==> src/source/mem_island_defines.svh <==
/*
 * Memory island sizing macros
 * Address and data widths, bank counts and sub-bank depth
 */

`ifndef MEM_ISLAND_DEFINES_SVH
`define MEM_ISLAND_DEFINES_SVH

// Byte address width
`define MI_ADDR_WIDTH 16
// Port data widths
`define MI_NARROW_WIDTH 32
`define MI_WIDE_WIDTH 64
// Banking: wide banks, and narrow sub-banks inside one wide bank
`define MI_NUM_WIDE_BANKS 2
`define MI_SUB_BANKS (`MI_WIDE_WIDTH / `MI_NARROW_WIDTH)
// Depth of one SRAM sub-bank
`define MI_WORDS_PER_BANK 64

`endif

==> src/source/mem_island_types_pkg.sv <==
/*
 * Memory island vector types
 * Widths for addresses, data, byte strobes and bank indices
 */

`include "mem_island_defines.svh"

package mem_island_types_pkg;

  typedef logic [`MI_ADDR_WIDTH-1:0] addr_t;

  typedef logic [`MI_NARROW_WIDTH-1:0] narrow_data_t;
  typedef logic [`MI_WIDE_WIDTH-1:0] wide_data_t;

  // One enable bit per byte
  typedef logic [`MI_NARROW_WIDTH/8-1:0] narrow_strb_t;
  typedef logic [`MI_WIDE_WIDTH/8-1:0] wide_strb_t;

  typedef logic [$clog2(`MI_WORDS_PER_BANK)-1:0] row_t;

  typedef logic [$clog2(`MI_NUM_WIDE_BANKS)-1:0] wide_bank_t;
  typedef logic [$clog2(`MI_SUB_BANKS)-1:0] sub_bank_t;

endpackage

==> src/source/mem_island_bus_pkg.sv <==
/*
 * Memory island request structs
 * Narrow and wide port requests, and the request seen by one SRAM sub-bank
 */

package mem_island_bus_pkg;

  import mem_island_types_pkg::*;

  // Narrow port request fields, valid while narrow_req_i is high
  typedef struct packed {
    addr_t        addr;
    logic         we;
    narrow_data_t wdata;
    narrow_strb_t strb;
  } narrow_req_t;

  // Wide port request fields
  typedef struct packed {
    addr_t      addr;
    logic       we;
    wide_data_t wdata;
    wide_strb_t strb;
  } wide_req_t;

  // Access to one 32-bit sub-bank, already decoded to a row
  typedef struct packed {
    logic         we;
    row_t         row;
    narrow_data_t wdata;
    narrow_strb_t strb;
  } bank_req_t;

endpackage

==> src/source/wide_port.sv <==
/*
 * Wide port
 * Splits a 64-bit request over the two sub-banks of one wide bank
 * and joins their read words into the wide response
 */

`include "mem_island_defines.svh"

module wide_port (
  input  logic                                              clk_i,
  input  logic                                              rst_ni,
  input  logic                                              wide_req_i,
  input  mem_island_bus_pkg::wide_req_t                     wide_i,
  output logic                                              wide_gnt_o,
  output logic                                              wide_rvalid_o,
  output mem_island_types_pkg::wide_data_t                  wide_rdata_o,
  output logic [`MI_NUM_WIDE_BANKS-1:0]                     bank_req_o,
  output mem_island_bus_pkg::bank_req_t [`MI_SUB_BANKS-1:0] half_o,
  input  logic [`MI_NUM_WIDE_BANKS-1:0]                     bank_gnt_i,
  input  mem_island_types_pkg::narrow_data_t [`MI_NUM_WIDE_BANKS-1:0][`MI_SUB_BANKS-1:0]
                                                            bank_rdata_i
);

  import mem_island_types_pkg::*;

  // Wide words are aligned, so bank select sits right above the wide byte offset
  localparam int unsigned BankLsb = $clog2(`MI_WIDE_WIDTH / 8);
  localparam int unsigned RowLsb  = BankLsb + $clog2(`MI_NUM_WIDE_BANKS);

  wide_bank_t wbank, wbank_q;
  logic       rvalid_q;

  assign wbank = wide_i.addr[BankLsb +: $bits(wide_bank_t)];

  always_comb begin
    bank_req_o        = '0;
    bank_req_o[wbank] = wide_req_i;
  end

  // Low half goes to sub-bank 0, high half to sub-bank 1
  for (genvar s = 0; s < `MI_SUB_BANKS; s++) begin : gen_half
    assign half_o[s].we    = wide_i.we;
    assign half_o[s].row   = wide_i.addr[RowLsb +: $bits(row_t)];
    assign half_o[s].wdata = wide_i.wdata[s*`MI_NARROW_WIDTH +: `MI_NARROW_WIDTH];
    assign half_o[s].strb  = wide_i.strb[s*$bits(narrow_strb_t) +: $bits(narrow_strb_t)];
    assign wide_rdata_o[s*`MI_NARROW_WIDTH +: `MI_NARROW_WIDTH] = bank_rdata_i[wbank_q][s];
  end

  assign wide_gnt_o = bank_gnt_i[wbank];

  always_ff @(posedge clk_i or negedge rst_ni) begin
    if (!rst_ni) begin
      rvalid_q <= 1'b0;
      wbank_q  <= '0;
    end else begin
      rvalid_q <= wide_req_i & wide_gnt_o;
      if (wide_req_i && wide_gnt_o) begin
        wbank_q <= wbank;
      end
    end
  end

  assign wide_rvalid_o = rvalid_q;

  // A stalled request keeps its fields until it is granted
  a_hold_until_gnt : assert property (
    @(posedge clk_i) disable iff (!rst_ni)
      (wide_req_i && !wide_gnt_o) |=> (wide_req_i && $stable(wide_i))
  ) else $error("wide_port: request changed before grant");

endmodule

==> config.mk <==
export PLATFORM = sky130hd
export DESIGN_NAME = wide_port
export DESIGN_NICKNAME = d
export VERILOG_FILES = /design/src/source/mem_island_types_pkg.sv /design/src/source/mem_island_bus_pkg.sv /design/src/source/wide_port.sv
export VERILOG_INCLUDE_DIRS = /design/src /design/src/source
export SDC_FILE = /design/constraint.sdc
export NUM_CORES = 1
export LEC_CHECK = 0
export BUFFER_PORTS_ARGS = -buffer_cell sky130_fd_sc_hd__buf_4
export CAP_MARGIN = 30
export CORE_AREA = 10 10 136 138
export DETAILED_ROUTE_END_ITERATION = 8
export DIE_AREA = 0 0 146 148
export SYNTH_ARGS = -nofsm -noshare
export SYNTH_HDL_FRONTEND = slang
export SYNTH_SLANG_ARGS = --single-unit
==> constraint.sdc <==
create_clock -name clk_i -period 1.2 [get_ports clk_i]
set_clock_uncertainty 0.15 [all_clocks]
set_input_delay 0.24 -clock clk_i [delete_from_list [all_inputs] [get_ports clk_i]]
set_output_delay 0.24 -clock clk_i [all_outputs]
set_load 0.05 [all_outputs]
==> reports/qor.yml <==
dieArea_um2: 21610
synth.most_common_cell: "buf_4"
grt_pass1_vias: 1863
routedWlPerCell_um: 17.57
rsz0062_at_grt: "yes"
place_hpwl_um: 7731
finalCritPeriodShare_pct: 155.4
grt_pass1_wl_um: 12030
clock_path_buffers: 2
synth-seq-area-share_pct: 2.981
cts_tree: "yes"
dr.pass1.iters: 4
gp_congestion: 0.7683
via_count: 1565
violations: "negative setup slack"
maxCapViolations: 0
io_buffer_count: 201
arrival_ns: 1.48
root_buffer: "clkbuf_16"
syn_nets: 388
vias_per_cell: 3.111
area_growth_pct: 85.77
synth_commonest_cells: "86 x buf_4, 39 x mux2_4, 26 x mux2_2"
synth-main-ff-cell: "dfrtp_1"
clock_latency_ns: 0.22
syn_area_um2: 1679
antenna_found_initial: 0
period_needed_ns: 1.865
postCtsSetupRepairBufs: 0
cts.sinks: 2
setup_viol_count_final: 65
postSynthCellCount: 166
worst_slack_ns: -0.6650
routed_wl_um: 8837
htree_num_levels: 1
hold_viol_final: 0
die_x_um: 146
synth_edf_count: 0
placementRows: 46
maxSlewHeadroom_pct: 88.39
status: "finished with violations"
hold_class: "input port to register"
worst_ep_required_time_ns: 0.81
cts_buffers: 3
yosysTopAreaCell: "buf_4"
p_total_mw: 3.116
p_per_area_nw_per_um2: 999.0
antenna_cells: 0
grt.total_usage_pct: 7.194
drive_gt1_share_pct: 97.21
holdWs_ns: 0.1377
core-area_um2: 15710
synthTopCellsByArea: "buf_4 38%, mux2_4 35%, mux2_2 17%"
yosys_warnings: 0
syn-mean-instance-area_um2: 10.12
synth_top_area_share_pct: 38.45
dieHeight_um: 148
slew_viol_final: 0
num_io_pins: 376
ys_async_sr_fraction_pct: 100.0
worstPathMaxFanout: 14
ys_types: 11
fmax_ghz: 0.5362
synth_seq_cells: 2
nets: 510
route.detailed.drc: 0
end_kind: "output pin"
worstMarginPinSlew_ns: 0.1742
first_iter_violations: 21
path_class: "register to output pin"
start_util_pct: 10.69
ir_drop_v: 0.0003065
clkTransAtPathRegs_ns: 0.03
p_leak_nw: 1.645
final_antenna_net_count: 0
start_kind: "register"
grt_overflow_total: 0
grt_max_degree: 29
-- report_power, final --
group	total, mW	switching, mW	internal, mW
logic	2.50	1.38	1.13
clock network	0.520	0.0825	0.438
registers	0.0952	0.0181	0.0771
total	3.12	1.48	1.64
-- registers in the layout, indices dropped and copies added, names as in the netlist --
| signal | flops |
|---|---|
| wbank_q | 1 |
| wide_rvalid_o | 1 |
-- kinds of logic (layout without fill, tap and decap cells) --
| family | Yosys count | after routing | synth area share (%) |
|---|---|---|---|
| AO/OA/AOI/OAI | 2 | 2 | 0.9690 |
| buffers and inverters | 93 | 214 | 42.40 |
| flip-flops | 2 | 2 | 2.981 |
| multiplexers | 65 | 65 | 52.31 |
| AND/OR/NAND/NOR | 4 | 4 | 1.341 |
-- worst paths after layout --
kind                                            to                 from  depth (start not counted)  slack [ns]
min in group asynchronous      wbank_q$_DFFE_PN0P_               rst_ni                          2        0.23
setup / recovery                  wide_rdata_o[38]  wbank_q$_DFFE_PN0P_                          3       -0.67
setup reg to reg               wbank_q$_DFFE_PN0P_  wbank_q$_DFFE_PN0P_                          3       -0.18
hold reg to reg                wbank_q$_DFFE_PN0P_  wbank_q$_DFFE_PN0P_                          2        0.75
max in group asynchronous      wbank_q$_DFFE_PN0P_               rst_ni                          2        0.57
hold / removal             wide_rvalid_o$_DFF_PN0_           wide_req_i                          2        0.14
-- layer usage --
metal  up-vias  track usage (%)  part of all wire (%)
met1       711            6.654                    33
met4         0            2.953                   1.9
li1        715                -                     -
met2       115            14.17                    57
met3        24            2.320                   8.3
met5         -                0                     0
-- area by class of cell --
class                           instances  area (µm²)
Sequential cell                         2       53.80
Multi-Input combinational cell         71       949.7
Tap cell                              216       270.3
Clock buffer                            4       78.83
Timing Repair Buffer                  210        1767
Fill cell                            1731       12590
-- worst max-delay path: stages (launching register included) --
cell and delay [ns]:
dfrtp_4 0.54, clkbuf_16 0.22, mux2_4 0.32, buf_8 0.15
-- through the flow --
step	cells	instance area, µm²	util [%]	setup TNS (ns)	worst slack, ns
floorplan	166	1689	-	-14.32	-0.2361
global placement	497	2825	17.98	-24.65	-0.4177
detailed placement	497	2825	17.98	-25.54	-0.4471
CTS	502	3053	19.43	-40.71	-0.6671
global route	503	3119	19.85	-43.49	-0.7002
finish	503	3119	19.85	-41.08	-0.6650
-- cells in the final DEF (no fill, tap or decap), drive strengths merged --
cell | netlist | final
buf | 93 | 208
and2 | 2 | 2
dlygate4sd3 | 0 | 1
nor2b | 1 | 1
dfrtp | 2 | 2
clkbuf | 0 | 5
mux2 | 65 | 65
a22o | 1 | 1
a21o | 1 | 1
nand2 | 1 | 1
-- what timing repair did --
action / CTS / global route
pin swaps: 0 / 0
endpoints found under the setup margin: 67 / 66
hold endpoints to repair: 2 / 0
gates cloned: 0 / 1
gates resized for setup: 36 / 11
hold buffers: 1 / 0
No activity file was read; power rests on OpenSTA's default activity.
