$ cat config.mk
export PLATFORM = sky130hd
export DESIGN_NAME = narrow_port
export DESIGN_NICKNAME = d
export VERILOG_FILES = /design/src/source/mem_island_types_pkg.sv /design/src/source/mem_island_bus_pkg.sv /design/src/source/narrow_port.sv
export VERILOG_INCLUDE_DIRS = /design/src /design/src/source
export SDC_FILE = /design/constraint.sdc
export NUM_CORES = 1
export LEC_CHECK = 0
export BUFFER_PORTS_ARGS = -buffer_cell sky130_fd_sc_hd__buf_2
export CORE_AREA = 8 8 98 100
export DETAILED_ROUTE_END_ITERATION = 16
export DIE_AREA = 0 0 106 108
export PLACE_DENSITY_LB_ADDON = 0.25
export SLEW_MARGIN = 5
export SYNTH_ARGS = -nofsm -noshare
export SYNTH_HDL_FRONTEND = slang
export SYNTH_SLANG_ARGS = --single-unit
$ cat constraint.sdc
create_clock -name clk_i -period 1.4 [get_ports clk_i]
set_input_delay 0.07 -clock clk_i [delete_from_list [all_inputs] [get_ports clk_i]]
set_output_delay 0.07 -clock clk_i [all_outputs]
set_load 0.02 [all_outputs]
$ cat src/source/mem_island_defines.svh
/*
 * Memory island sizing macros
 * Address and data widths, bank counts and sub-bank depth
 */

`ifndef MEM_ISLAND_DEFINES_SVH
`define MEM_ISLAND_DEFINES_SVH

// Byte address width
`define MI_ADDR_WIDTH 16
// Port data widths
`define MI_NARROW_WIDTH 32
`define MI_WIDE_WIDTH 64
// Banking: wide banks, and narrow sub-banks inside one wide bank
`define MI_NUM_WIDE_BANKS 2
`define MI_SUB_BANKS (`MI_WIDE_WIDTH / `MI_NARROW_WIDTH)
// Depth of one SRAM sub-bank
`define MI_WORDS_PER_BANK 64

`endif

$ cat src/source/mem_island_types_pkg.sv
/*
 * Memory island vector types
 * Widths for addresses, data, byte strobes and bank indices
 */

`include "mem_island_defines.svh"

package mem_island_types_pkg;

  typedef logic [`MI_ADDR_WIDTH-1:0] addr_t;

  typedef logic [`MI_NARROW_WIDTH-1:0] narrow_data_t;
  typedef logic [`MI_WIDE_WIDTH-1:0] wide_data_t;

  // One enable bit per byte
  typedef logic [`MI_NARROW_WIDTH/8-1:0] narrow_strb_t;
  typedef logic [`MI_WIDE_WIDTH/8-1:0] wide_strb_t;

  typedef logic [$clog2(`MI_WORDS_PER_BANK)-1:0] row_t;

  typedef logic [$clog2(`MI_NUM_WIDE_BANKS)-1:0] wide_bank_t;
  typedef logic [$clog2(`MI_SUB_BANKS)-1:0] sub_bank_t;

endpackage

$ cat src/source/mem_island_bus_pkg.sv
/*
 * Memory island request structs
 * Narrow and wide port requests, and the request seen by one SRAM sub-bank
 */

package mem_island_bus_pkg;

  import mem_island_types_pkg::*;

  // Narrow port request fields, valid while narrow_req_i is high
  typedef struct packed {
    addr_t        addr;
    logic         we;
    narrow_data_t wdata;
    narrow_strb_t strb;
  } narrow_req_t;

  // Wide port request fields
  typedef struct packed {
    addr_t      addr;
    logic       we;
    wide_data_t wdata;
    wide_strb_t strb;
  } wide_req_t;

  // Access to one 32-bit sub-bank, already decoded to a row
  typedef struct packed {
    logic         we;
    row_t         row;
    narrow_data_t wdata;
    narrow_strb_t strb;
  } bank_req_t;

endpackage

$ cat src/source/narrow_port.sv
/*
 * Narrow port
 * Decodes a 32-bit request onto one sub-bank and returns its data one cycle later
 */

`include "mem_island_defines.svh"

module narrow_port (
  input  logic                                    clk_i,
  input  logic                                    rst_ni,
  input  logic                                    narrow_req_i,
  input  mem_island_bus_pkg::narrow_req_t         narrow_i,
  output logic                                    narrow_gnt_o,
  output logic                                    narrow_rvalid_o,
  output mem_island_types_pkg::narrow_data_t      narrow_rdata_o,
  output logic [`MI_NUM_WIDE_BANKS-1:0][`MI_SUB_BANKS-1:0] bank_req_o,
  output mem_island_bus_pkg::bank_req_t           bank_o,
  input  mem_island_types_pkg::narrow_data_t [`MI_NUM_WIDE_BANKS-1:0][`MI_SUB_BANKS-1:0]
                                                  bank_rdata_i
);

  import mem_island_types_pkg::*;

  // Address layout: byte, sub-bank, wide bank, row
  localparam int unsigned SubLsb  = $clog2(`MI_NARROW_WIDTH / 8);
  localparam int unsigned BankLsb = SubLsb + $clog2(`MI_SUB_BANKS);
  localparam int unsigned RowLsb  = BankLsb + $clog2(`MI_NUM_WIDE_BANKS);

  wide_bank_t wbank, wbank_q;
  sub_bank_t  sbank, sbank_q;
  logic       rvalid_q;

  assign wbank = narrow_i.addr[BankLsb +: $bits(wide_bank_t)];
  assign sbank = narrow_i.addr[SubLsb +: $bits(sub_bank_t)];

  // Narrow side never waits
  assign narrow_gnt_o = narrow_req_i;

  always_comb begin
    bank_req_o               = '0;
    bank_req_o[wbank][sbank] = narrow_req_i;
  end

  assign bank_o.we    = narrow_i.we;
  assign bank_o.row   = narrow_i.addr[RowLsb +: $bits(row_t)];
  assign bank_o.wdata = narrow_i.wdata;
  assign bank_o.strb  = narrow_i.strb;

  // Remember which sub-bank answers next cycle
  always_ff @(posedge clk_i or negedge rst_ni) begin
    if (!rst_ni) begin
      rvalid_q <= 1'b0;
      wbank_q  <= '0;
      sbank_q  <= '0;
    end else begin
      rvalid_q <= narrow_req_i;
      if (narrow_req_i) begin
        wbank_q <= wbank;
        sbank_q <= sbank;
      end
    end
  end

  assign narrow_rvalid_o = rvalid_q;
  assign narrow_rdata_o  = bank_rdata_i[wbank_q][sbank_q];

endmodule

==> impl_metrics.py <==
metrics = {
    "outcome": {
        "status": "finished, violations left",
        "violations": "setup timing",
    },
    "layout": {
        "final_util_pct": 25.58,
        "postLayoutCellArea_sq_um": 2059,
        "nets": 407,
        "areaGrowthSynthToFinish_pct": 60.74,
        "antennaDiodeCount": 0,
        "drive_gt1_share_pct": 95.95,
    },
    "floorplanning": {
        "core.rowCount": 33,
        "start_util_pct": 15.91,
        "die_w_microns": 106,
        "core_area_sq_um": 8051,
        "fp.dieH_microns": 108,
        "design.die.area_sq_um": 11450,
        "ioPinCount": 265,
    },
    "yosys": {
        "synth-compound-area-share_pct": 0,
        "synthSimpleGateAreaFrac_pct": 2.441,
        "synth-adder-area-share_pct": 0,
        "synth_top_family_by_area": "multiplexers",
        "yosys_warnings": 0,
        "synth_cells": 93,
        "avgSynthCellArea_sq_um": 13.78,
        "yosysTopAreaCellShare_pct": 50.98,
        "ys_seq_area_share_pct": 5.859,
        "synth_area_leader_cell": "mux4_2",
        "yosysUniqueCellTypes": 12,
        "ys_ff_latch": 3,
        "synth_area_leaders": "mux4_2 51%, buf_4 26%, mux4_1 6.2%",
        "syn_nets": 277,
        "synthMuxAreaShare_pct": 58.89,
        "synth-xor-area-share_pct": 0,
        "synth_area_sq_um": 1281,
    },
    "worst_setup_path": {
        "cp-end-kind": "output pin",
        "slowest_stage": "mux4_1",
        "worstSetupStartpointType": "flip-flop",
        "critPathRequiredTime_ps": 1330,
        "slowest_delay_ps": 550,
        "crit_chain": "buf_12, mux4_1, buf_2",
        "crit_type": "reg2out",
        "cp.arrival_ps": 1540,
        "critPathMaxFanout": 17,
    },
    "pwr": {
        "power_density_nw_per_um2": 671.4,
        "peakVddDrop_mv": 0.5144,
        "p_leak_nw": 1.043,
    },
    "routing": {
        "wl_per_cell_microns": 18.55,
        "first_pass_iters": 4,
        "wl_microns": 6067,
        "drt-vias-per-instance": 4.235,
        "drc_errors": 0,
        "drtIter0Drc": 4,
        "vias": 1385,
        "drtAntennaViolNets": 0,
    },
    "place": {
        "place_area_sq_um": 1932,
        "place.gp.congestion": 0.7118,
        "hpwl_microns": 5556,
        "io_buffers": 170,
    },
    "timing": {
        "rsz0062_at_grt": "true",
        "period_share_pct": 115.1,
        "max_freq_mhz": 620.4,
        "finalCriticalPeriod_ps": 1612,
        "drv_slew": 0,
        "setup_viol_count_final": 32,
        "maxSlewHeadroom_pct": 87.33,
        "hold_viol": 0,
        "clock_skew_ps": 0,
        "fin_ws_ps": -211.9,
        "worst_slew_pin_slew_ps": 190.2,
    },
    "global_routing": {
        "grt_max_degree": 20,
        "track_usage_pct": 9.633,
        "grt_pass1_vias": 1718,
        "antenna_found_initial": 0,
        "grt_overflow": 0,
        "grt_pass1_wl_microns": 9094,
    },
    "clock_network": {
        "ctsHtreeMaxLevel": 1,
        "cts_inserted_buffers": 3,
        "worstSkewPairLatency_ps": 210,
        "root_buffer": "clkbuf_8",
        "clk_pin_slew_ps": 30,
        "cts_sinks": 3,
        "cts_tree": "yes",
        "clock_path_buffers": 2,
    },
    "hold_path": {
        "worstHoldPathType": "in2reg",
    },
    "run": {
        "cap_violations": 0,
    },
}
[layer usage]
layer | vias up | global-route usage [%] | part of all wire, % | routed length, microns
li1 | 589 | - | - | -
met1 | 633 | 9.110 | 32 | 1918
met2 | 141 | 17.34 | 51 | 3105
met3 | 22 | 5.711 | 15 | 926
met4 | 0 | 2.714 | 1.9 | 116
met5 | - | 0 | 0 | 0
[power by group]
group	switching [mW]	internal (mW)	total [mW]	leakage, nW
Sequential	0.0104	0.0952	0.106	0.0340
Clock	0.0570	0.194	0.251	0.0228
Combinational	0.464	0.562	1.03	0.986
Total	0.532	0.851	1.38	1.04
[repair_timing]
item | in CTS | in global routing
setup endpoints to repair | 32 | 32
hold endpoints to repair | 3 | 0
gates resized for setup | 19 | 6
cloned | 0 | 0
pin swaps | 0 | 0
hold buffers | 1 | 0
setup buffers | 1 | 0
[path summary, 6_finish.rpt]
path / from / end / cells after the start / slack (ps)
worst max-delay path: wbank_q / narrow_rdata_o[1] / 3 / -210
worst min register to register: sbank_q / sbank_q / 2 / 790
max in group asynchronous: rst_ni / wbank_q / 2 / 1080
min in group asynchronous: rst_ni / narrow_rvalid_o / 2 / 200
worst max register to register: wbank_q / wbank_q / 2 / 410
worst min-delay path: narrow_req_i / narrow_rvalid_o / 1 / 50
[cells in the final DEF (no fill, tap or decap)]
master | Yosys | layout
and3_1 | 1 | 1
and3b_1 | 2 | 2
buf_12 | 3 | 4
buf_2 | 3 | 159
buf_4 | 44 | 1
buf_6 | 1 | 12
clkbuf_1 | 1 | 1
clkbuf_8 | 0 | 3
dfrtp_1 | 3 | 2
dfrtp_2 | 0 | 1
dlygate4sd3_1 | 0 | 1
mux2_2 | 2 | 2
mux4_1 | 3 | 1
mux4_2 | 29 | 31
nor3b_1 | 1 | 1
[final cells by class]
| class | count | area (sq um) |
|---|---|---|
| fill | 872 | 5992 |
| clock buffer | 4 | 45.04 |
| sequential | 3 | 76.32 |
| timing repair buffer | 177 | 1028 |
| multi-input combinational | 38 | 778.2 |
| tap | 105 | 131.4 |
[synthesized netlist by cell type]
cell type / n
and3_1: 1
and3b_1: 2
buf_12: 3
buf_2: 3
buf_4: 44
buf_6: 1
clkbuf_1: 1
dfrtp_1: 3
mux2_2: 2
mux4_1: 3
mux4_2: 29
nor3b_1: 1
[registers in the layout, summed over array words and instances (netlist names)]
name,cells
narrow_rvalid_o,1
sbank_q,1
wbank_q,1
[worst max-delay path: cells and delay by family, from the launching register on]
kind / cells / cell delay [ps]
multiplexers: 1 / 550
flip-flops: 1 / 410
buffers and inverters: 2 / 360
[logic make-up after synthesis]
logic type / count (synthesis)
buffers and inverters: 52
DFF: 3
muxes: 34
and+or+nand+nor: 4
[metrics by stage]
| stage | hold slack [ps] | cells | setup TNS (ps) | power [mW] | setup slack (ps) |
|---|---|---|---|---|---|
| CTS | 43.15 | 327 | -5933 | 1.401 | -235.6 |
| global route | 45.12 | 327 | -7083 | 1.471 | -281.6 |
| finish | 50.68 | 327 | -5215 | 1.383 | -211.9 |
| global placement | -131.0 | 321 | -0.6074 | 1.065 | -0.6074 |
| detailed placement | -129.1 | 321 | -5.561 | 1.077 | -5.561 |
| floorplan | -225.6 | 93 | 0 | 0.8635 | 158.5 |
(Power assumes the default switching activity.)
