==> src/source/mem_island_defines.svh <==
/*
 * Memory island sizing macros
 * Address and data widths, bank counts and sub-bank depth
 */

`ifndef MEM_ISLAND_DEFINES_SVH
`define MEM_ISLAND_DEFINES_SVH

// Byte address width
`define MI_ADDR_WIDTH 16
// Port data widths
`define MI_NARROW_WIDTH 32
`define MI_WIDE_WIDTH 64
// Banking: wide banks, and narrow sub-banks inside one wide bank
`define MI_NUM_WIDE_BANKS 2
`define MI_SUB_BANKS (`MI_WIDE_WIDTH / `MI_NARROW_WIDTH)
// Depth of one SRAM sub-bank
`define MI_WORDS_PER_BANK 64

`endif

==> src/source/mem_island_types_pkg.sv <==
/*
 * Memory island vector types
 * Widths for addresses, data, byte strobes and bank indices
 */

`include "mem_island_defines.svh"

package mem_island_types_pkg;

  typedef logic [`MI_ADDR_WIDTH-1:0] addr_t;

  typedef logic [`MI_NARROW_WIDTH-1:0] narrow_data_t;
  typedef logic [`MI_WIDE_WIDTH-1:0] wide_data_t;

  // One enable bit per byte
  typedef logic [`MI_NARROW_WIDTH/8-1:0] narrow_strb_t;
  typedef logic [`MI_WIDE_WIDTH/8-1:0] wide_strb_t;

  typedef logic [$clog2(`MI_WORDS_PER_BANK)-1:0] row_t;

  typedef logic [$clog2(`MI_NUM_WIDE_BANKS)-1:0] wide_bank_t;
  typedef logic [$clog2(`MI_SUB_BANKS)-1:0] sub_bank_t;

endpackage

==> src/source/mem_island_bus_pkg.sv <==
/*
 * Memory island request structs
 * Narrow and wide port requests, and the request seen by one SRAM sub-bank
 */

package mem_island_bus_pkg;

  import mem_island_types_pkg::*;

  // Narrow port request fields, valid while narrow_req_i is high
  typedef struct packed {
    addr_t        addr;
    logic         we;
    narrow_data_t wdata;
    narrow_strb_t strb;
  } narrow_req_t;

  // Wide port request fields
  typedef struct packed {
    addr_t      addr;
    logic       we;
    wide_data_t wdata;
    wide_strb_t strb;
  } wide_req_t;

  // Access to one 32-bit sub-bank, already decoded to a row
  typedef struct packed {
    logic         we;
    row_t         row;
    narrow_data_t wdata;
    narrow_strb_t strb;
  } bank_req_t;

endpackage

==> src/source/sram_bank.sv <==
/*
 * SRAM sub-bank
 * Single-port, byte-enabled, one cycle of read latency
 */

`include "mem_island_defines.svh"

module sram_bank (
  input  logic                               clk_i,
  input  logic                               rst_ni,
  input  logic                               req_i,
  input  mem_island_bus_pkg::bank_req_t      bank_i,
  output mem_island_types_pkg::narrow_data_t rdata_o
);

  import mem_island_types_pkg::*;

  narrow_data_t mem_q [`MI_WORDS_PER_BANK];
  narrow_data_t rdata_q;

  always_ff @(posedge clk_i) begin
    if (req_i) begin
      if (bank_i.we) begin
        for (int b = 0; b < $bits(narrow_strb_t); b++) begin
          if (bank_i.strb[b]) begin
            mem_q[bank_i.row][8*b +: 8] <= bank_i.wdata[8*b +: 8];
          end
        end
      end else begin
        rdata_q <= mem_q[bank_i.row];
      end
    end
  end

  assign rdata_o = rdata_q;

  // Idle halves of a wide write must not reach the array
  a_write_has_strobe : assert property (
    @(posedge clk_i) disable iff (!rst_ni) (req_i && bank_i.we) |-> (|bank_i.strb)
  ) else $error("sram_bank: write with all-zero strobe");

endmodule

==> config.mk <==
export PLATFORM = sky130hd
export DESIGN_NAME = sram_bank
export DESIGN_NICKNAME = d
export VERILOG_FILES = /design/src/source/mem_island_types_pkg.sv /design/src/source/mem_island_bus_pkg.sv /design/src/source/sram_bank.sv
export VERILOG_INCLUDE_DIRS = /design/src /design/src/source
export SDC_FILE = /design/constraint.sdc
export NUM_CORES = 2
export LEC_CHECK = 0
export ABC_AREA = 1
export BUFFER_PORTS_ARGS = -buffer_cell sky130_fd_sc_hd__buf_2
export CAP_MARGIN = 30
export CORE_MARGIN = 1
export CORE_UTILIZATION = 40
export DETAILED_ROUTE_END_ITERATION = 8
export GPL_TIMING_DRIVEN = 0
export RECOVER_POWER = 100
export SLEW_MARGIN = 30
export SYNTH_ARGS = -nofsm -noshare
export SYNTH_HDL_FRONTEND = slang
export SYNTH_SLANG_ARGS = --single-unit
export TNS_END_PERCENT = 30
==> constraint.sdc <==
create_clock -name clk_i -period 3.44 [get_ports clk_i]
set_input_delay 0.344 -clock clk_i [delete_from_list [all_inputs] [get_ports clk_i]]
set_output_delay 0.344 -clock clk_i [all_outputs]
set_load 0.01 [all_outputs]
==> qor.tcl <==
set qor(timing.fmax_mhz) 284
set qor(ys_ff_latch) 2080
set qor(wire_length_of_the_first_global_routing_pass_um) 426000
set qor(most-common-layout-cells) {sky130_fd_sc_hd__nand2_1 (5792), sky130_fd_sc_hd__edfxtp_1 (2080), sky130_fd_sc_hd__nor2_1 (325)}
set qor(synth_cells) 8727
set qor(postLayoutSetupSlackWorst_ns) -0.0809
set qor(final.fill_count) 20279
set qor(arrival_time_at_the_worst_endpoint_ns) 3.99
set qor(nature_of_the_critical_path_startpoint) {primary input}
set qor(syn2layout_area_growth_pct) 12.9
set qor(floorplan.die_area_sq_mm) 0.222
set qor(globalplace.congestion) 0.999
set qor(grt_antenna_before_repair) 34
set qor(synth_top_cell_area_share_pct) 70.9
set qor(synth_fp_nets) 8773
set qor(detail_route.wl_per_cell_um) 25.3
set qor(ant_nets) 0
set qor(detailedRoute.firstIterationViolations) 8052
set qor(rsz_0062_raised_after_global_routing) {no}
set qor(rows) 171
set qor(criticalPathCategory) {primary input to flip-flop}
set qor(ys_top_cells_by_area) {sky130_fd_sc_hd__edfxtp_1 (71%), sky130_fd_sc_hd__nand2_1 (25%), sky130_fd_sc_hd__nor2_1 (1.4%)}
set qor(globalRouteTotalUtil_pct) 27.2
set qor(timing.reg2reg.setup_slack_ns) 1.04
set qor(chipHeight_um) 471
set qor(p_sw_share_pct) 24.3
set qor(power-per-cell-area_mw_per_mm2) 553
set qor(setup-violations-final) 16
set qor(cts_stage_hold_buffer_count) 20
set qor(detailroute.via_count) 63065
set qor(maxCapViolCount) 26
set qor(layout_commonest_cell) {sky130_fd_sc_hd__nand2_1}
set qor(finalCoreUtilization_pct) 45.6
set qor(clock_sink_count) 2080
set qor(cell_area_synth_sq_mm) 0.0881
set qor(worst_slew_slack_as_a_fraction_of_its_limit_pct) -147
set qor(p_sw_mw) 13.4
set qor(final_worst_path_period_share_pct) 102
set qor(timing.final.max_slew_violations) 1149
set qor(clock_tree.buffer_depth) 3
set qor(outcome) {complete, but fails checks}
set qor(worstSetupStartpoint) {bank_i[37]}
set qor(comb_power_share_pct) 7.1
set qor(post_cts.resized_instances) 0
set qor(worst_r2r_path_depth) 10
set qor(cts_tree) {done}
set qor(fraction_of_layout_instances_using_a_drive_strength_above_1_pct) 7.10
set qor(layout.nets) 9112
set qor(finalClockSkew_ns) 0.0331
set qor(peak_vdd_ir_v) 0.000518
set qor(static-leakage-power_nw) 41.1
set qor(synth_area_leader_cell) {sky130_fd_sc_hd__edfxtp_1}
set qor(avgSynthCellArea_sq_um) 10.1
set qor(synth-warning-count) 0
set qor(top_level_ports) 78
set qor(worst_hold_slack_ns) 0.170
set qor(cts_post_setup_buffers_inserted) 0
set qor(clock_buffers_created_by_tritoncts) 216
set qor(power_frac_seq_pct) 51.0
set qor(clk_pin_slew_worst_paths_ns) 0.06
set qor(cp_max_fo) 10
set qor(worst_r2r_endpoint) {rdata_o[20]}
set qor(first_pass_iters) 6
set qor(setup.worst_path.end_class) {flip-flop}
set qor(synth_seq_area_share_pct) 70.9
set qor(drc) 0
set qor(critical_path_required_ns) 3.91
set qor(timing.hold.worst.class) {primary input to flip-flop}
set qor(overflow) 0
set qor(count_of_different_cell_masters_after_synthesis) 19
set qor(internal_power_mw) 41.6
set qor(clockPowerShare_pct) 41.9
set qor(die_w_um) 471
set qor(failing_checks) {max-capacitance violations, max-slew violations, negative setup slack}
set qor(worst_skew_pair_latency_ns) 0.88
set qor(grt_start_max_net_pins) 65
set qor(crit_path_end) {mem_q[24][26]}
set qor(wl_um) 306000
set qor(first_global_vias) 59171
set qor(worst_slew_pin_slew_ns) 3.71
set qor(hold_viol) 0
set qor(cts_max_level) 4
set qor(place_hpwl_um) 219000
set qor(core_sq_mm) 0.218
set qor(effective_utilization_at_floorplan_pct) 40.4
set qor(hold_start) {req_i}
set qor(numPortBuffers) 71
set qor(layout_min_cycle_time_ns) 3.52
set qor(r2r_start) {mem_q[1][20]}
set qor(root_buffer) {sky130_fd_sc_hd__clkbuf_16}
set qor(via_per_inst) 5.20
-- worst min path at each step --
| stage | endpoint | slack, ns | cells after the start |
|---|---|---|---|
| finish | rdata_o[28] | 0.17 | 3 |
| global route | rdata_o[28] | 0.22 | 3 |
| CTS | rdata_o[26] | 0.007 | 3 |
| detailed placement | rdata_o[5] | 0.76 | 1 |
| global placement | rdata_o[30] | 0.77 | 1 |
| floorplan | mem_q[0][0] | 0.44 | 0 |
-- through the flow --
| stage | instance area [sq um] | instances | total power, mW | TNS (ns) | setup slack (ns) |
|---|---|---|---|---|---|
| after global routing | 99400 | 12109 | 56.3 | 0 | 0.173 |
| after floorplan | 88100 | 8727 | 30.3 | 0 | 1.11 |
| final | 99400 | 12119 | 55.0 | -1.10 | -0.0809 |
| after detailed placement | 92900 | 11680 | 32.4 | -421.46 | -0.497 |
| after CTS | 100000 | 12104 | 55.1 | 0 | 0.422 |
| after global placement | 92000 | 11652 | 32.3 | -1342.97 | -1.27 |
-- cell families (layout without fill, tap and decap cells) --
group / Yosys count / count (layout) / share of synthesized area, %
compound gates: 12 / 12 / 0.0824
other cells: 0 / 13 / 0
simple gates: 6157 / 6157 / 26.3
buf+inv: 478 / 1003 / 2.67
flops: 2080 / 2080 / 70.9
-- sequential cells by signal, summed over array words and instances (netlist names) --
name	cells
mem_q	2048
rdata_o	32
-- synthesized netlist by cell type --
cell                       instances
sky130_fd_sc_hd__inv_2             1
sky130_fd_sc_hd__clkbuf_1        129
sky130_fd_sc_hd__edfxtp_1       2080
sky130_fd_sc_hd__o211ai_1          5
sky130_fd_sc_hd__nor2_2           11
sky130_fd_sc_hd__buf_6            13
sky130_fd_sc_hd__nor3_1            8
sky130_fd_sc_hd__nand3_1          11
sky130_fd_sc_hd__or2_1             1
sky130_fd_sc_hd__o21ai_0           4
sky130_fd_sc_hd__buf_4            45
sky130_fd_sc_hd__buf_1            40
sky130_fd_sc_hd__inv_1            21
sky130_fd_sc_hd__inv_4             2
sky130_fd_sc_hd__or2_2             5
sky130_fd_sc_hd__nor2_1          329
sky130_fd_sc_hd__buf_2           227
sky130_fd_sc_hd__o21ai_1           3
sky130_fd_sc_hd__nand2_1        5792
-- critical path, cell delays in order --
cell	delay, ns
sky130_fd_sc_hd__buf_2	0.17
sky130_fd_sc_hd__buf_2	0.32
sky130_fd_sc_hd__nor2_1	0.57
sky130_fd_sc_hd__inv_1	0.23
sky130_fd_sc_hd__nor2_4	0.70
sky130_fd_sc_hd__nand2_1	0.42
sky130_fd_sc_hd__nor2_1	1.18
-- power by group through the flow --
stage | combinational (mW) | clock [mW] | sequential [mW]
after floorplan | 1.78 | 0 | 28.5
after global placement | 3.74 | 0 | 28.5
after detailed placement | 3.88 | 0 | 28.5
after CTS | 3.92 | 23.2 | 28.0
after global routing | 4.15 | 24.1 | 28.0
final | 3.93 | 23.0 | 28.0
-- routing by layer --
metal / GRT usage (%) / vias to the layer above / wire length, um
met5: 0 / - / 154
met4: 18.1 / 22 / 23500
met3: 5.09 / 797 / 29200
met2: 41.7 / 3271 / 135000
met1: 35.4 / 30087 / 118000
li1: - / 28888 / -
-- layout make-up --
| class | instances | area, sq um | area share [%] |
|---|---|---|---|
| clock buffers | 267 | 5620 | 5.65 |
| plain buffers | 454 | 2270 | 2.28 |
| clock inverters | 137 | 1280 | 1.29 |
| diodes | 13 | 32.5 | 0.0327 |
| well taps | 2854 | 3570 | 3.59 |
| flip-flops and latches | 2080 | 62500 | 62.8 |
| repair buffers | 121 | 753 | 0.758 |
| multi-input cells | 6169 | 23300 | 23.5 |
| inverters | 24 | 92.6 | 0.0931 |
Power figures use the tool's default switching activity.
