$ cat src/source/mem_island_defines.svh
/*
 * Memory island sizing macros
 * Address and data widths, bank counts and sub-bank depth
 */

`ifndef MEM_ISLAND_DEFINES_SVH
`define MEM_ISLAND_DEFINES_SVH

// Byte address width
`define MI_ADDR_WIDTH 16
// Port data widths
`define MI_NARROW_WIDTH 32
`define MI_WIDE_WIDTH 64
// Banking: wide banks, and narrow sub-banks inside one wide bank
`define MI_NUM_WIDE_BANKS 2
`define MI_SUB_BANKS (`MI_WIDE_WIDTH / `MI_NARROW_WIDTH)
// Depth of one SRAM sub-bank
`define MI_WORDS_PER_BANK 64

`endif

$ cat src/source/mem_island_types_pkg.sv
/*
 * Memory island vector types
 * Widths for addresses, data, byte strobes and bank indices
 */

`include "mem_island_defines.svh"

package mem_island_types_pkg;

  typedef logic [`MI_ADDR_WIDTH-1:0] addr_t;

  typedef logic [`MI_NARROW_WIDTH-1:0] narrow_data_t;
  typedef logic [`MI_WIDE_WIDTH-1:0] wide_data_t;

  // One enable bit per byte
  typedef logic [`MI_NARROW_WIDTH/8-1:0] narrow_strb_t;
  typedef logic [`MI_WIDE_WIDTH/8-1:0] wide_strb_t;

  typedef logic [$clog2(`MI_WORDS_PER_BANK)-1:0] row_t;

  typedef logic [$clog2(`MI_NUM_WIDE_BANKS)-1:0] wide_bank_t;
  typedef logic [$clog2(`MI_SUB_BANKS)-1:0] sub_bank_t;

endpackage

$ cat src/source/mem_island_bus_pkg.sv
/*
 * Memory island request structs
 * Narrow and wide port requests, and the request seen by one SRAM sub-bank
 */

package mem_island_bus_pkg;

  import mem_island_types_pkg::*;

  // Narrow port request fields, valid while narrow_req_i is high
  typedef struct packed {
    addr_t        addr;
    logic         we;
    narrow_data_t wdata;
    narrow_strb_t strb;
  } narrow_req_t;

  // Wide port request fields
  typedef struct packed {
    addr_t      addr;
    logic       we;
    wide_data_t wdata;
    wide_strb_t strb;
  } wide_req_t;

  // Access to one 32-bit sub-bank, already decoded to a row
  typedef struct packed {
    logic         we;
    row_t         row;
    narrow_data_t wdata;
    narrow_strb_t strb;
  } bank_req_t;

endpackage

$ cat src/source/bank_arbiter.sv
/*
 * Bank arbiter for one wide bank
 * Narrow traffic has fixed priority, a wide access takes both sub-banks or waits
 */

`include "mem_island_defines.svh"

module bank_arbiter (
  input  logic [`MI_SUB_BANKS-1:0]                          narrow_req_i,
  input  mem_island_bus_pkg::bank_req_t                     narrow_bank_i,
  input  logic                                              wide_req_i,
  input  mem_island_bus_pkg::bank_req_t [`MI_SUB_BANKS-1:0] wide_half_i,
  output logic                                              wide_gnt_o,
  output logic [`MI_SUB_BANKS-1:0]                          sram_req_o,
  output mem_island_bus_pkg::bank_req_t [`MI_SUB_BANKS-1:0] sram_o
);

  logic                     narrow_hit;
  logic [`MI_SUB_BANKS-1:0] wide_half_act;

  // Any narrow access to this bank blocks the whole wide access
  assign narrow_hit = |narrow_req_i;
  assign wide_gnt_o = wide_req_i & ~narrow_hit;

  for (genvar s = 0; s < `MI_SUB_BANKS; s++) begin : gen_sub
    // A write half without enabled bytes leaves its sub-bank idle
    assign wide_half_act[s] = ~wide_half_i[s].we | (|wide_half_i[s].strb);

    assign sram_req_o[s] = narrow_req_i[s] | (wide_gnt_o & wide_half_act[s]);
    assign sram_o[s]     = narrow_req_i[s] ? narrow_bank_i : wide_half_i[s];
  end

  // The narrow port targets a single sub-bank, the mux relies on that
  always_comb begin
    assert ($onehot0(narrow_req_i))
      else $error("bank_arbiter: narrow request to both sub-banks");
  end

endmodule

$ cat config.mk
export PLATFORM = sky130hd
export DESIGN_NAME = bank_arbiter
export DESIGN_NICKNAME = d
export VERILOG_FILES = /design/src/source/mem_island_types_pkg.sv /design/src/source/mem_island_bus_pkg.sv /design/src/source/bank_arbiter.sv
export VERILOG_INCLUDE_DIRS = /design/src /design/src/source
export SDC_FILE = /design/constraint.sdc
export NUM_CORES = 1
export LEC_CHECK = 0
export BUFFER_PORTS_ARGS = -buffer_cell sky130_fd_sc_hd__buf_2
export CAP_MARGIN = 20
export CORE_AREA = 3 3 85 87
export DETAILED_ROUTE_END_ITERATION = 6
export DIE_AREA = 0 0 88 90
export PLACE_DENSITY = 0.6
export SYNTH_ARGS = -nofsm -noshare
export SYNTH_HDL_FRONTEND = slang
export SYNTH_SLANG_ARGS = --single-unit
$ cat constraint.sdc
create_clock -name vclk -period 1.1
set_input_delay 0.165 -clock vclk [all_inputs]
set_output_delay 0.165 -clock vclk [all_outputs]
set_load 0.01 [all_outputs]
==> flow_summary.toml, run 1 <==
[status]
outcome = "finished with violations"
violations = "negative setup slack"

[setup_path]
cp_slowest_cell = "or4_4"
cp-startpoint = "narrow_req_i[1]"
crit_required_ns = 0.94
cp-start-kind = "input pin"
crit_path_end_kind = "output port"
crit_path_end = "sram_req_o[1]"
crit_family = "simple AND/OR/NAND/NOR gates"
cp_max_fo = 5
slowest_delay_ns = 0.53
crit_arrival_ns = 1.26
crit_type = "in2out"
path_buf_inv = 2
path_depth = 4
crit_chain = "buf_12 -> or4_4 -> o32a_1 -> buf_2"

[global_route]
grt_pass1_wl_um = 8120
grt_util_all_layers_pct = 12.4
grt_antenna_before_repair = 0
grt_max_degree = 24
grt_remaining_overflow = 0
grt_pass1_vias = 1726

[floorplanning]
coreArea_sq_mm = 0.00642
ios = 221
start_util_pct = 17.0
die_h_um = 90
die-area_sq_mm = 0.00792
rows = 29
die_w_um = 88

[finish]
num-fill-cells = 637
nets = 464
regArea_sq_um = 0
multi_input_area_sq_mm = 0.00112
nClkBuffers = 0
diodes = 0
design.seq.count = 0
drive_above_1_share_pct = 81.2
areaGrowthSynthToFinish_pct = 150

[routing]
drtIter0Drc = 9
drtAntennaViolNets = 0
via_per_inst = 4.42
wl_per_cell_um = 15.7
drt_wl_total_um = 6390
drc = 0
vias = 1797
firstDrtPassIters = 4

[yosys]
synth_cell_types = 14
yosysWarningCount = 0
avgSynthCellArea_sq_um = 10.4
syn-cell-area_sq_mm = 0.00109
yosysTopAreaCell = "mux2_1"
synth_nets = 237
synth_seq_area_share_pct = 0
synth_top_area_share_pct = 75.1
synthTopCellsByArea = "mux2_1 (75%), mux2_2 (12%), buf_2 (3.2%)"
synthCells = 105

[timing]
slew_headroom_pct = 78.4
finalSetupViolCount = 39
setup_ws_ns = -0.328
whs_ns = 0.619
slew_viol_final = 0
fmax_mhz = 700
min_period_ns = 1.43
tightest_slew_ns = 0.324
period_share_pct = 130
grt_setup_unrepaired = "yes"
hold_viol_final = 0

[pwr]
powerDensity_mw_per_mm2 = 442
finalPower_mw = 1.21
ir_worst_vdd_mv = 0.260
power_leakage_nw = 1.52

[job]
drv_cap = 0

[placed_design]
gp_congestion = 0.782
portBuffers = 221
dp_hpwl_um = 4890

[worst_hold_path]
holdCritPathClass = "in2out"
## cell families (layout without fill, tap and decap cells)
kind of cell           Yosys count  after routing  synth area share (%)
multiplexers                    85             85                  87.4
AO/OA/AOI/OAI                    3              3                  2.17
buffers and inverters           11            236                  6.97
AND/OR/NAND/NOR                  6              6                  3.43
## metal layers
| layer | global-route usage (%) | up-vias | wire length [um] |
|---|---|---|---|
| li1 | - | 858 | - |
| met1 | 12.1 | 810 | 2280 |
| met2 | 27.8 | 129 | 3500 |
| met3 | 1.01 | 0 | 611 |
| met4 | 0 | 0 | 0 |
| met5 | 0 | - | 0 |
## metrics by stage
stage	TNS, ns	setup slack, ns	util [%]	instance area [sq um]	std cells
5_1_grt	-5.41	-0.328	42.6	2730	407
3_5_place_dp	-9.55	-0.340	35.9	2310	400
6_report	-4.16	-0.328	42.6	2730	407
4_1_cts	-4.52	-0.306	39.3	2520	404
2_1_floorplan	-0.0610	-0.0610	-	1100	105
3_3_place_gp	-8.06	-0.335	35.9	2310	400
## worst min path at each step
stage                     cells after the start  slack, ns    endpoint               from
after detailed placement                      3       0.62  sram_o[40]    wide_half_i[40]
after global routing                          3       0.63  sram_o[64]    wide_half_i[64]
after floorplan                               2       0.46  sram_o[85]  narrow_bank_i[42]
after CTS                                     3       0.62  sram_o[40]    wide_half_i[40]
final                                         3       0.62  sram_o[54]    wide_half_i[54]
after global placement                        3       0.62  sram_o[23]    wide_half_i[23]
## report_power, final
part           switching [mW]  internal, mW  total [mW]
registers                   0             0           0
clock network               0             0           0
logic                   0.491         0.717        1.21
## cell usage after synthesis (all sizes together)
library cell / number
o32a: 1
nor3b: 2
inv: 1
or4: 1
nand2: 1
o21ai: 1
nor2b: 1
nor3: 1
buf: 10
a2bb2oi: 1
mux2: 85
## layout make-up
| type | count | area share (%) |
|---|---|---|
| inverter | 1 | 0.137 |
| timing repair buffer | 235 | 55.5 |
| tap | 77 | 3.52 |
| multi-input combinational | 94 | 40.9 |
## cell usage in the layout, fill, tap and decap left out, drive strengths merged
cell type and n:
a2bb2oi 1, clkbuf 2, nand2 1, or4 1, o32a 1, mux2 85
inv 1, buf 231, nor3b 2, nor2b 1, nor3 1, bufbuf 2
o21ai 1
## repair_timing
item,4_1_cts,5_1_grt
pin swaps,2,2
cloned,4,3
gates resized for setup,24,31
hold buffers,0,0
endpoints found under the setup margin,88,60
buffers inserted,0,0
(Power assumes the default switching activity.)
==> run 2: changes to the inputs <==
--- a/config.mk
+++ b/config.mk
@@ -11,7 +11,6 @@
 export CORE_AREA = 3 3 85 87
 export DETAILED_ROUTE_END_ITERATION = 6
 export DIE_AREA = 0 0 88 90
-export PLACE_DENSITY = 0.6
 export SYNTH_ARGS = -nofsm -noshare
 export SYNTH_HDL_FRONTEND = slang
 export SYNTH_SLANG_ARGS = --single-unit
==> constraint.sdc (replaced) <==
create_clock -name vclk -period 1.1
set_input_delay 0.11 -clock vclk [all_inputs]
set_output_delay 0.11 -clock vclk [all_outputs]
set_load 0.01 [all_outputs]
==> run 2 against run 1 <==
Effect of this change: the flow still finishes with violations (negative setup slack); highest routed layer is now met4; sequential share of layout area unchanged; count of clock-buffer cells in the layout did not move; global-route usage increased by 0.73 points; critical path depth unchanged; cell area fell by 11%; non-clock buffer count down 4; largest power group unchanged; hold slack worse by 0.11 ns.
==> flow_summary.toml, run 2 (synthesis results as in run 1) <==
[finish]
diodes = 0
regArea_sq_um = 0
drive_above_1_share_pct = 75.5
nets = 460
areaGrowthSynthToFinish_pct = 122
fin_area_sq_mm = 0.00243
design.seq.count = 0
nClkBuffers = 0
num-fill-cells = 665
final_common_cell = "buf_2"
layout_common_cells = "buf_2 (219), mux2_1 (73), mux2_2 (12), buf_12 (4), buf_4 (3)"

[floorplanning]
start_util_pct = 17.0
die_h_um = 90
coreArea_sq_mm = 0.00642
die_w_um = 88
rows = 29
ios = 221
die-area_sq_mm = 0.00792

[setup_path]
cp_slowest_cell = "or4_4"
crit_type = "in2out"
cp-start-kind = "input pin"
cp_max_fo = 2
crit_required_ns = 0.99
crit_path_end_kind = "output port"
crit_arrival_ns = 1.18
slowest_delay_ns = 0.54
crit_chain = "buf_6 -> or4_4 -> o32a_1 -> buf_2"
cp-startpoint = "narrow_req_i[1]"

[routing]
via_per_inst = 4.40
firstDrtPassIters = 4
drc = 0
drtAntennaViolNets = 0
drtIter0Drc = 29
vias = 1775
wl_per_cell_um = 15.6
drt_wl_total_um = 6290

[pwr]
swShare_pct = 44.6
switchingPower_mw = 0.462
p_int_mw = 0.574
seqPwrFrac_pct = 0
finalPower_mw = 1.04
combPwrFrac_pct = 100.0
power_leakage_nw = 1.34
ir_worst_vdd_mv = 0.208
powerDensity_mw_per_mm2 = 426
clock_power_share_pct = 0

[timing]
setup_tns_ns = -2.34
min_period_ns = 1.29
period_share_pct = 117
slew_viol_final = 0
slew_headroom_pct = 84.9
fmax_mhz = 777
grt_setup_unrepaired = "yes"
setup_ws_ns = -0.187
finalSetupViolCount = 33
tightest_slew_ns = 0.225
whs_ns = 0.508
hold_viol_final = 0

[clocking]
ctsHoldBuffers = 0
postCtsSetupBuffers = 0

[job]
drv_cap = 0

[global_route]
grt_util_all_layers_pct = 13.1
grt_pass1_vias = 1798
grt_pass1_wl_um = 8570
grt_max_degree = 22
grt_antenna_before_repair = 0
grt_remaining_overflow = 0

[status]
violations = "negative setup slack"
outcome = "finished with violations"

[worst_hold_path]
min_from = "wide_half_i[49]"
holdCritPathClass = "in2out"

[placed_design]
dp_hpwl_um = 5270
gp_congestion = 0.741
portBuffers = 221
post_dp_cell_area_sq_mm = 0.00230
-- run 2: timing repair --
item / 4_1_cts / 5_1_grt
cloned: 1 / 2
resized for setup: 8 / 5
pin swaps: 0 / 0
endpoints found under the setup margin: 39 / 55
-- run 2: critical path, delay by kind of cell --
kind	cells	cell delay [ns]
AO/OA/AOI/OAI	1	0.30
buffers and inverters	2	0.23
AND/OR/NAND/NOR	1	0.54
-- run 2: area by class of cell --
type	count	area, sq um	share of cell area (%)
Tap cell	77	96.3	3.96
Multi-Input combinational cell	94	1030	42.3
Inverter	1	3.75	0.154
Timing Repair Buffer	231	1300	53.5
-- run 2: per-layer routing --
metal / track usage (%) / vias up / routed length, um
li1: - / 851 / -
met1: 14.2 / 788 / 2300
met2: 27.1 / 132 / 3310
met3: 1.83 / 4 / 653
met4: 0.639 / 0 / 29
met5: 0 / - / 0
-- run 2: power groups by stage --
stage	registers, mW	logic (mW)	clock network [mW]
final	0	1.04	0
after floorplan	0	0.452	0
after CTS	0	1.02	0
after global routing	0	1.12	0
after detailed placement	0	0.982	0
after global placement	0	0.973	0
-- run 2: per-stage QoR --
step	util [%]	worst slack, ns	instances
2_1_floorplan	-	0.0490	105
3_3_place_gp	35.8	-0.245	400
3_5_place_dp	35.8	-0.245	400
4_1_cts	36.9	-0.191	401
5_1_grt	37.9	-0.210	403
6_report	37.9	-0.187	403
-- run 2: path summary, 6_finish.rpt --
kind | endpoint | slack [ns] | depth (start not counted)
worst max-delay path | sram_req_o[1] | -0.19 | 4
worst min-delay path | sram_o[49] | 0.51 | 3
